**config.mk**
```make
export PLATFORM = sky130hd
export DESIGN_NAME = fp16SopTop
export DESIGN_NICKNAME = d
export VERILOG_FILES = /design/src/fpFormatPkg.sv /design/src/sopPipePkg.sv /design/src/sopLink.sv /design/src/fp16ProductDecode.sv /design/src/fp16SopTop.sv /design/src/fp32AlignAdd.sv /design/src/fp32RoundPack.sv
export VERILOG_INCLUDE_DIRS = /design/src /design/src/src
export SDC_FILE = /design/constraint.sdc
export NUM_CORES = 1
export LEC_CHECK = 0
export BUFFER_PORTS_ARGS = -buffer_cell sky130_fd_sc_hd__buf_2
export CAP_MARGIN = 20
export CELL_PAD_IN_SITES_DETAIL_PLACEMENT = 1
export CELL_PAD_IN_SITES_GLOBAL_PLACEMENT = 2
export CORE_ASPECT_RATIO = 0.6
export CORE_MARGIN = 4
export CORE_UTILIZATION = 40
export CTS_BUF_LIST = sky130_fd_sc_hd__clkbuf_8
export DETAILED_ROUTE_END_ITERATION = 8
export PLACE_DENSITY = 0.94
export SYNTH_ARGS = -nofsm -noshare
export SYNTH_HDL_FRONTEND = slang
export SYNTH_SLANG_ARGS = --single-unit
```
**constraint.sdc**
```tcl
create_clock -name clk -period 9 [get_ports clk]
set_input_delay 0.45 -clock clk [delete_from_list [all_inputs] [get_ports clk]]
set_output_delay 0.45 -clock clk [all_outputs]
set_load 0.005 [all_outputs]
```
**src/sop_consts.svh**
```systemverilog
`ifndef SOP_CONSTS_SVH
`define SOP_CONSTS_SVH

////////////////////////////////////////////////////////////
// Number format fields
////////////////////////////////////////////////////////////

// Half precision operands
`define HALF_EXP_W 5
`define HALF_MAN_W 10      // Stored fraction, hidden one not counted

// Single precision products and result
`define SINGLE_EXP_W 8
`define SINGLE_MAN_W 23    // Stored fraction, hidden one not counted

// Exponent biases
`define HALF_BIAS 15
`define SINGLE_BIAS 127

////////////////////////////////////////////////////////////
// Datapath
////////////////////////////////////////////////////////////

// Guard, round and sticky below the aligned mantissa
`define GRS_W 3

// Input sample to registered result
`define SOP_LATENCY 4      // Decode 1, execute 2, result 1

`endif

```
**src/fpFormatPkg.sv**
```systemverilog
`include "sop_consts.svh"

package fpFormatPkg;

	////////////////////////////////////////////////////////////
	// IEEE 754 storage formats
	////////////////////////////////////////////////////////////

	// Binary16 operand word
	typedef struct packed {
		logic sign;
		logic [`HALF_EXP_W-1:0] exponent;    // Biased by 15
		logic [`HALF_MAN_W-1:0] fraction;
	} halfT;

	// Binary32 result word
	typedef struct packed {
		logic sign;
		logic [`SINGLE_EXP_W-1:0] exponent;  // Biased by 127
		logic [`SINGLE_MAN_W-1:0] fraction;
	} singleT;

	////////////////////////////////////////////////////////////
	// Unpacked operand
	////////////////////////////////////////////////////////////

	// One exact half x half product in single precision range
	// Extra exponent bit keeps headroom for the adder stages
	typedef struct packed {
		logic sign;
		logic [`SINGLE_EXP_W:0] exponent;    // Single bias, 9 bits
		logic [`SINGLE_MAN_W:0] mantissa;    // Hidden one at the top
	} prodT;

endpackage

```
**src/sopPipePkg.sv**
```systemverilog
`include "sop_consts.svh"

package sopPipePkg;

	////////////////////////////////////////////////////////////
	// Decode to execute
	////////////////////////////////////////////////////////////

	// Both products of one operand set
	typedef struct packed {
		fpFormatPkg::prodT top;    // topA x topB
		fpFormatPkg::prodT bot;    // botA x botB
	} prodPairT;

	////////////////////////////////////////////////////////////
	// Inside execute, align step to add step
	////////////////////////////////////////////////////////////

	typedef struct packed {
		logic sign;                                 // Sign of larger product
		logic [`SINGLE_EXP_W:0] exponent;           // Common exponent
		logic [`SINGLE_MAN_W:0] bigMant;            // Larger mantissa
		logic [`SINGLE_MAN_W+`GRS_W:0] smallMant;   // Shifted smaller one plus GRS
		logic effSub;                               // Signs differ
	} alignedT;

	////////////////////////////////////////////////////////////
	// Execute to result
	////////////////////////////////////////////////////////////

	typedef struct packed {
		logic sign;
		logic [`SINGLE_EXP_W:0] exponent;
		logic [`SINGLE_MAN_W:0] mantissa;   // Normalized, hidden one at top
		logic guard;
		logic round;
		logic sticky;
		logic zero;                         // Exact cancellation
	} normT;

endpackage

```
**src/sopLink.sv**
```systemverilog
`timescale 1ns/1ps

// Stage to stage link of the pipeline
// No ready signal, every stage advances each cycle
interface sopLink #(
	parameter type payloadT = logic
);
	logic valid;         // Item present this cycle
	payloadT payload;    // Don't care while valid is low

	// Producing stage
	modport src (
		output valid,
		output payload
	);

	// Consuming stage
	modport dst (
		input valid,
		input payload
	);
endinterface

```
**src/fp16ProductDecode.sv**
```systemverilog
`timescale 1ns/1ps
`include "sop_consts.svh"

module fp16ProductDecode (
	input logic clk,
	input logic rst,
	input logic inValid,
	input fpFormatPkg::halfT topA,
	input fpFormatPkg::halfT topB,
	input fpFormatPkg::halfT botA,
	input fpFormatPkg::halfT botB,
	sopLink.src prods    // Product pair to execute
);
	import fpFormatPkg::*;
	import sopPipePkg::*;

	localparam int mulW = 2 * (`HALF_MAN_W + 1);             // Raw 11x11 product width
	localparam int padW = `SINGLE_MAN_W + 1 - mulW;           // Zero fill below product
	localparam logic [`SINGLE_EXP_W:0] rebias = `SINGLE_BIAS - 2 * `HALF_BIAS;

	prodPairT nextPair;

	// Exact product of two normal halves
	function automatic prodT mulHalf(input halfT a, input halfT b);
		logic [mulW-1:0] mp;
		prodT p;
		mp = {1'b1, a.fraction} * {1'b1, b.fraction};   // In [2^20, 2^22)
		p.sign = a.sign ^ b.sign;
		if (mp[mulW-1]) begin
			p.mantissa = {mp, {padW{1'b0}}};            // Already at the top
		end else begin
			p.mantissa = {mp[mulW-2:0], {(padW + 1){1'b0}}};    // One place up
		end
		// Ea + Eb - 2*15 + 127, plus one when the product carried
		p.exponent = 9'(a.exponent) + 9'(b.exponent) + 9'(mp[mulW-1]) + rebias;
		return p;
	endfunction

	// Neither zero/subnormal nor inf/NaN
	function automatic logic isNormal(input halfT h);
		return (h.exponent != '0) && (h.exponent != '1);
	endfunction

	always_comb begin
		nextPair.top = mulHalf(topA, topB);
		nextPair.bot = mulHalf(botA, botB);
	end

	////////////////////////////////////////////////////////////
	// Stage register
	////////////////////////////////////////////////////////////

	always_ff @(posedge clk) begin
		if (rst) begin
			prods.valid <= 1'b0;
		end else begin
			prods.valid <= inValid;
		end
	end

	always_ff @(posedge clk) begin
		prods.payload <= nextPair;    // Qualified by valid downstream
	end

	// Special operands are outside the datapath's range
	operandsNormal: assert property (@(posedge clk) disable iff (rst)
		inValid |-> isNormal(topA) && isNormal(topB) && isNormal(botA) && isNormal(botB))
		else $error("non-normal operand sampled");

endmodule

```
**src/fp16SopTop.sv**
```systemverilog
`timescale 1ns/1ps

// topA*topB + botA*botB, one rounding to single precision
module fp16SopTop (
	input logic clk,
	input logic rst,
	input logic inValid,
	input fpFormatPkg::halfT topA,
	input fpFormatPkg::halfT topB,
	input fpFormatPkg::halfT botA,
	input fpFormatPkg::halfT botB,
	output logic outValid,               // Four cycles after inValid
	output fpFormatPkg::singleT result,
	output logic inexact
);
	import sopPipePkg::*;

	sopLink #(.payloadT(prodPairT)) prodLink ();    // Decode to execute
	sopLink #(.payloadT(normT)) normLink ();        // Execute to result

	fp16ProductDecode decode (
		.clk(clk),
		.rst(rst),
		.inValid(inValid),
		.topA(topA),
		.topB(topB),
		.botA(botA),
		.botB(botB),
		.prods(prodLink.src)
	);

	fp32AlignAdd execute (
		.clk(clk),
		.rst(rst),
		.prods(prodLink.dst),
		.norm(normLink.src)
	);

	fp32RoundPack resultStage (
		.clk(clk),
		.rst(rst),
		.norm(normLink.dst),
		.outValid(outValid),
		.result(result),
		.inexact(inexact)
	);

endmodule

```
**src/fp32AlignAdd.sv**
```systemverilog
`timescale 1ns/1ps
`include "sop_consts.svh"

module fp32AlignAdd (
	input logic clk,
	input logic rst,
	sopLink.dst prods,    // From decode
	sopLink.src norm      // To result stage
);
	import fpFormatPkg::*;
	import sopPipePkg::*;

	localparam int alignW = `SINGLE_MAN_W + 1 + `GRS_W;   // Mantissa plus GRS, 27
	localparam int shW = $clog2(alignW + 1);             // Holds 0..alignW

	////////////////////////////////////////////////////////////
	// Step one, order and align
	////////////////////////////////////////////////////////////

	prodPairT inPair;
	prodT bigP;
	prodT smallP;
	logic swap;
	logic [`SINGLE_EXP_W:0] expDiff;
	logic [shW-1:0] shAmt;
	logic [2*alignW-1:0] wideSmall;     // Upper half kept, lower half shifted out
	alignedT nextAligned;
	alignedT alignReg;
	logic alignValid;

	assign inPair = prods.payload;
	assign swap = {inPair.bot.exponent, inPair.bot.mantissa} >
		{inPair.top.exponent, inPair.top.mantissa};    // Magnitude compare
	assign bigP = swap ? inPair.bot : inPair.top;
	assign smallP = swap ? inPair.top : inPair.bot;
	assign expDiff = bigP.exponent - smallP.exponent;
	// Past alignW everything lands in sticky anyway
	assign shAmt = (expDiff > 9'(alignW)) ? shW'(alignW) : expDiff[shW-1:0];
	assign wideSmall = {smallP.mantissa, {(`GRS_W + alignW){1'b0}}} >> shAmt;

	always_comb begin
		nextAligned.sign = bigP.sign;
		nextAligned.exponent = bigP.exponent;
		nextAligned.bigMant = bigP.mantissa;
		// Lowest kept bit absorbs everything shifted out
		nextAligned.smallMant = {wideSmall[2*alignW-1:alignW+1],
			wideSmall[alignW] | (|wideSmall[alignW-1:0])};
		nextAligned.effSub = bigP.sign ^ smallP.sign;
	end

	always_ff @(posedge clk) begin
		if (rst) begin
			alignValid <= 1'b0;
		end else begin
			alignValid <= prods.valid;
		end
	end

	always_ff @(posedge clk) begin
		alignReg <= nextAligned;
	end

	////////////////////////////////////////////////////////////
	// Step two, add and normalize
	////////////////////////////////////////////////////////////

	logic [alignW-1:0] bigExt;
	logic [alignW:0] sum;              // One carry bit on top
	logic [shW-1:0] lz;
	logic [alignW-1:0] shifted;
	normT nextNorm;

	// Leading zeros of a non-carry sum, alignW when all zero
	function automatic logic [shW-1:0] leadZeros(input logic [alignW-1:0] v);
		logic [shW-1:0] n;
		n = shW'(alignW);
		for (int i = 0; i < alignW; i++) begin
			if (v[i]) n = shW'(alignW - 1 - i);    // Highest set bit wins
		end
		return n;
	endfunction

	assign bigExt = {alignReg.bigMant, {`GRS_W{1'b0}}};
	// Big is never below small, so the difference stays positive
	assign sum = alignReg.effSub ? {1'b0, bigExt} - {1'b0, alignReg.smallMant}
		: {1'b0, bigExt} + {1'b0, alignReg.smallMant};
	assign lz = leadZeros(sum[alignW-1:0]);
	assign shifted = sum[alignW-1:0] << lz;

	always_comb begin
		nextNorm.sign = alignReg.sign;
		nextNorm.zero = (sum == '0);   // Only on exact cancellation
		if (sum[alignW]) begin
			// Carry out, one place right
			nextNorm.exponent = alignReg.exponent + 9'd1;
			nextNorm.mantissa = sum[alignW:`GRS_W+1];
			nextNorm.guard = sum[`GRS_W];
			nextNorm.round = sum[`GRS_W-1];
			nextNorm.sticky = |sum[`GRS_W-2:0];
		end else begin
			// Left by leading zeros, large only after cancellation
			nextNorm.exponent = alignReg.exponent - 9'(lz);
			nextNorm.mantissa = shifted[alignW-1:`GRS_W];
			nextNorm.guard = shifted[`GRS_W-1];
			nextNorm.round = shifted[`GRS_W-2];
			nextNorm.sticky = shifted[0];
		end
	end

	always_ff @(posedge clk) begin
		if (rst) begin
			norm.valid <= 1'b0;
		end else begin
			norm.valid <= alignValid;
		end
	end

	always_ff @(posedge clk) begin
		norm.payload <= nextNorm;
	end

endmodule

```
**src/fp32RoundPack.sv**
```systemverilog
`timescale 1ns/1ps
`include "sop_consts.svh"

module fp32RoundPack (
	input logic clk,
	input logic rst,
	sopLink.dst norm,                    // Normalized sum from execute
	output logic outValid,
	output fpFormatPkg::singleT result,
	output logic inexact
);
	import fpFormatPkg::*;
	import sopPipePkg::*;

	normT n;
	logic roundUp;
	logic [`SINGLE_MAN_W+1:0] mantUp;    // Room for the rounding carry
	logic [`SINGLE_EXP_W:0] finalExp;
	singleT packed32;

	assign n = norm.payload;

	// Round to nearest, ties to even
	assign roundUp = n.guard & (n.round | n.sticky | n.mantissa[0]);
	assign mantUp = {1'b0, n.mantissa} + 25'(roundUp);
	assign finalExp = n.exponent + 9'(mantUp[`SINGLE_MAN_W+1]);    // 1.11..1 rolled over

	always_comb begin
		packed32.sign = n.sign;
		packed32.exponent = finalExp[`SINGLE_EXP_W-1:0];
		if (mantUp[`SINGLE_MAN_W+1]) begin
			packed32.fraction = mantUp[`SINGLE_MAN_W:1];    // Renormalize
		end else begin
			packed32.fraction = mantUp[`SINGLE_MAN_W-1:0];
		end
		if (n.zero) begin
			packed32 = '0;    // Plus zero
		end
	end

	////////////////////////////////////////////////////////////
	// Output register
	////////////////////////////////////////////////////////////

	always_ff @(posedge clk) begin
		if (rst) begin
			outValid <= 1'b0;
		end else begin
			outValid <= norm.valid;
		end
	end

	always_ff @(posedge clk) begin
		result <= packed32;
		inexact <= n.guard | n.round | n.sticky;
	end

	// Normal operands keep the sum far from the top of the range
	noExpOverflow: assert property (@(posedge clk) disable iff (rst)
		norm.valid && !n.zero |-> finalExp < 9'((1 << `SINGLE_EXP_W) - 1))
		else $error("result exponent overflow");

endmodule

```
# [Word-level counts from Yosys, hierarchy flattened]
# Cells that the tools add are included.
[word_totals] regBits=203 latch_bits=0 ramBits=0 mem_bits_ro=0 in_bits=67 memories=0
[classes] addsub=13 mul=2 n_div=0 n_lt_le_gt_ge=2 n_eq_ne=0 shift=2 muxes=35 n_bitwise=9 reduce_logical=3
[ops] op="5-bit two-way mux" n=17
[ops] op="23-bit two-way mux" n=3
[ops] op="34-bit two-way mux" n=2
[ops] op="54-bit by 5-bit >> shifter with 54-bit output" n=1
[ops] op="11-bit by 11-bit multiplier with 22-bit output" n=2
[ops] op="35-bit two-way mux" n=1
[ops] op="33-bit > comparator" n=1
[ops] op="4-bit two-way mux" n=8
[ops] op="27-bit by 27-bit adder with 28-bit output" n=1
[ops] op="28-bit logical NOT" n=1
[ops] op="28-bit two-way mux" n=1
[ops] op="27-bit by 27-bit subtractor with 28-bit output" n=1
[ops] op="27-bit OR reduction" n=1
[ops] op="27-bit by 5-bit left shift with 27-bit output" n=1
[ops] op="24-bit by 1-bit adder with 25-bit output" n=1
[ops] op="9-bit by 1-bit adder with 9-bit output" n=2
[ops] op="9-bit by 7-bit adder with 9-bit output, second input constant" n=2
[ops] op="5-bit by 5-bit adder with 6-bit output" n=2
[ops] op="9-bit by 5-bit > comparator with 1-bit output, second input constant" n=1
[ops] op="9-bit subtractor" n=1
[ops] op="8-bit by 1-bit adder with 8-bit output" n=1
[ops] op="8-bit by 1-bit adder with 8-bit output, second input constant" n=1
[ops] op="8-bit by 5-bit subtractor with 8-bit output" n=1
[ops] op="1-bit bitwise OR" n=5
[ops] op="5 further kinds" n=8

# [Logic depth before layout (Yosys ltp)]
[depth] ltp_word=31 ltp_mapped=31 ltp_nobuf=30

# [By module]
# Synthesis repeated with hierarchy kept, for this count alone.
[unflattened] cells_unflattened=2902 hier_area_um2=23119.7
[by_module_without_submodules] module="fp32AlignAdd" instances=1 cells_per_inst=1599 area_each_um2=11320.9
[by_module_without_submodules] module="fp16ProductDecode" instances=1 cells_per_inst=1131 area_each_um2=10239.8
[by_module_without_submodules] module="fp32RoundPack" instances=1 cells_per_inst=172 area_each_um2=1559.0

# [Worst setup path before layout]
# OpenSTA, ideal clock, no wires.
[synth_timing] path_type="input port to flip-flop" from="input port topB[4] (netlist bit)" to="register decode.prods.payload[63] (netlist name)" setup_ns=0.124 arrival_time_ns=6.480 required_ns=8.876 path_slack_ns=2.396 stages=30 path_buffers=1 path_cell_list="clkbuf_1 nand2_1 fa_1 inv_1 ha_1 fa_1 ha_1 inv_1 fa_1 inv_1 ha_1 nor2b_1 o21ai_0 a21boi_0 o21ai_0 a21boi_0 o21ai_0 a21boi_0 o21a_1 o21ai_0 a21oi_1 o21ai_0 a21oi_1 o41ai_1 xnor2_1 inv_1 ha_1 nor3b_1 nand3_1 xnor2_1"
[synth_rtl] element="from (decl)" line="fp16SopTop.sv:9" source="input fpFormatPkg::halfT topB,"

==> results.txt <==
initial antenna violation count: 2
CP Max Fanout: 23
Hold Buf Count CTS: 0
multiplexer area fraction after synthesis: 0.0591
commonest non-fill, non-tap cells in the layout: inv_1, ha_1, nand2_1, dfxtp_1, nor2_1
H-tree Lvls: 4
crit share post-route: 0.825
number of instances resized during post-cts repair: 0
Mean Syn Cell Area: 8.40 sq um
clk_skew: 0.0246 ns
via count: 18900
wire length on met1: 35.0 mm
GR Overflow Total: 0
vias in the first global route: 19800
Cell variety after synth: 98
Die Span Y: 188 microns
Worst-path clk slew: 0.11 ns
row count: 65
TritonRoute pass-1 iters: 5
final hold vios: 0
Syn Inst Count: 2559
met2 WL: 27.2 mm
worst setup margin: 1.57 ns
number of synthesized flops with an enable pin: 0
routed len/inst: 21.2 microns
simple-gate share of the synthesized area: 0.176
Synth Area in Compound Gates: 0.185
# DRC: 0
max incr delay on CP: 0.57 ns
MaxCap Viol Count: 0
WP data arrival: 7.84 ns
GPL Wtd Cong: 0.991
Async SR Flop Fraction: 0
RSZ-0062 raised after global routing: false
commonest non-fill, non-tap cell in the layout: inv_1
Initial Util: 0.407
Synth Cell Area: 21500 sq um
CP startpoint kind: input pin
warnings from Yosys: 0
Adder-Cell Fraction of Synth Area: 0.280
met3 WL: 6.93 mm
cell repeated most along the worst path: o21ai_0
core area: 52900 sq um
Final Setup Violations: 0
Layout fillers: 6324
Fmax: 135 MHz
Crit. End Element: register
Detailed Place HPWL: 57.9 mm
uppermost routed layer: met4
maximum clock path buffer count: 2
Num CTS Buffers: 17
Total Nets Final: 3031
Die W: 307 microns
Max stage delay cell, worst path: o41ai_1
initial DRC count: 1547
# IOs: 101
Seq/Total Area, Yosys: 0.182
largest family of logic cells by synthesized area: adder cells
layout cells sized above 1: 0.100
final WL: 69.8 mm
root buffer cell: clkbuf_8
GRT Util Overall: 0.246
Clock Latency Late Sink: 0.53 ns
Period minus WS final: 7.43 ns
first-pass GRT wire length: 113 mm
largest net degree at the start of global routing: 51
Setup Crit Path Kind: in -> reg
Hold Path Class: in -> reg
outcome: completed
Layout area overhead: 6.63%
Primary FF master, synth: dfxtp_1
Worst-Margin Slew: 1.09 ns
CTS tree: yes
Clock Sinks: 195
setup TNS: 0 ns
flops & latches, synth: 195
CP required: 9.41 ns
fin. max-slew vios: 0
Net Count, Synth: 3009
Final ANT Viol Nets: 0
Post-CTS Setup Inserts: 0
Slew HR: 0.265
die area: 57600 sq um
Vias/cell: 5.73
# port buffers: 100
xor/xnor share of the synthesized area: 0.0481
Setup WS pre-CTS: 1.05 ns
-- cell families (layout without fill, tap and decap cells) --
kind of cell             count (synthesis)  in the layout
AND/OR/NAND/NOR                        770            770
AO/OA/AOI/OAI                          597            597
adder cells (fa/ha/maj)                383            383
buffers and inverters                  379            414
flip-flops                             195            195
multiplexers                           119            119
XOR/XNOR                               116            116
other                                    0              1
-- area by class of cell --
cell class                 instances  area [sq um]  share of cell area
clock buffer                      18           248              0.0108
clock inverter                    14           118             0.00513
multi-input combinational       1985         16100               0.703
tap                              703           880              0.0384
timing repair buffer             123           677              0.0295
antenna                            1          2.50            0.000109
sequential                       195          3900               0.170
inverter                         259           972              0.0424
-- worst max-delay path: cells and delay by family --
kind | cells | cell delay [ns]
buffers and inverters | 6 | 0.93
xor gates and xnor gates | 2 | 0.35
and+or+nand+nor | 4 | 0.77
adders and majority gates | 7 | 2.63
AOI/OAI and AO/OA | 12 | 2.68
-- path summary, 6_finish.rpt --
kind	from	end	slack, ns	cells after the start
worst min register to register	execute.alignReg[61]$_DFF_P_	execute.norm.payload[37]$_DFF_P_	0.40	0
worst min-delay path	topA[15]	decode.prods.payload[67]$_DFF_P_	0.10	2
worst max register to register	execute.alignReg[9]$_DFF_P_	execute.norm.payload[35]$_DFF_P_	1.82	26
worst max-delay path	botB[4]	decode.prods.payload[29]$_DFF_P_	1.57	31
-- stage by stage --
stage / util / hold WS [ns] / instance area [sq um] / std cells
2_1_floorplan: - / 0.310 / 21500 / 2559
3_3_place_gp: 0.426 / 0.380 / 22500 / 3264
3_5_place_dp: 0.426 / 0.391 / 22500 / 3264
4_1_cts: 0.433 / 0.0750 / 22900 / 3296
5_1_grt: 0.434 / 0.0797 / 22900 / 3298
6_report: 0.434 / 0.103 / 22900 / 3298
-- cells in the mapped netlist (25+ instances only) --
| master | number | area [sq um] |
|---|---|---|
| and2_1 | 137 | 857 |
| xor2_1 | 42 | 368 |
| o22ai_1 | 29 | 181 |
| mux2_2 | 54 | 608 |
| nor3_1 | 37 | 185 |
| buf_2 | 26 | 130 |
| clkbuf_1 | 81 | 304 |
| fa_1 | 164 | 3280 |
| a211oi_1 | 36 | 270 |
| o21ai_0 | 118 | 591 |
| ha_1 | 219 | 2740 |
| mux2i_1 | 64 | 641 |
| inv_1 | 256 | 961 |
| a21oi_1 | 160 | 801 |
| nor2_1 | 187 | 702 |
| a21o_1 | 37 | 278 |
| xnor2_1 | 73 | 639 |
| nor2b_1 | 25 | 156 |
| dfxtp_1 | 195 | 3900 |
| nand3_1 | 50 | 250 |
| nand2_1 | 216 | 811 |
-- layer usage --
layer,GRT usage,up-vias
met4,0.0310,0
met2,0.338,633
li1,-,8826
met5,0,-
met1,0.382,9390
met3,0.0748,44
-- flip-flops by register name (all words and copies together), names as in the netlist --
signal and count:
execute.norm.valid 1, decode.prods.valid 1, resultStage.result 32, resultStage.inexact 1
resultStage.outValid 1, execute.alignValid 1, decode.prods.payload 62, execute.norm.payload 37
execute.alignReg 59
Power is not shown: default switching activity piles up to over one toggle a cycle in this logic, so the estimate is an artifact.
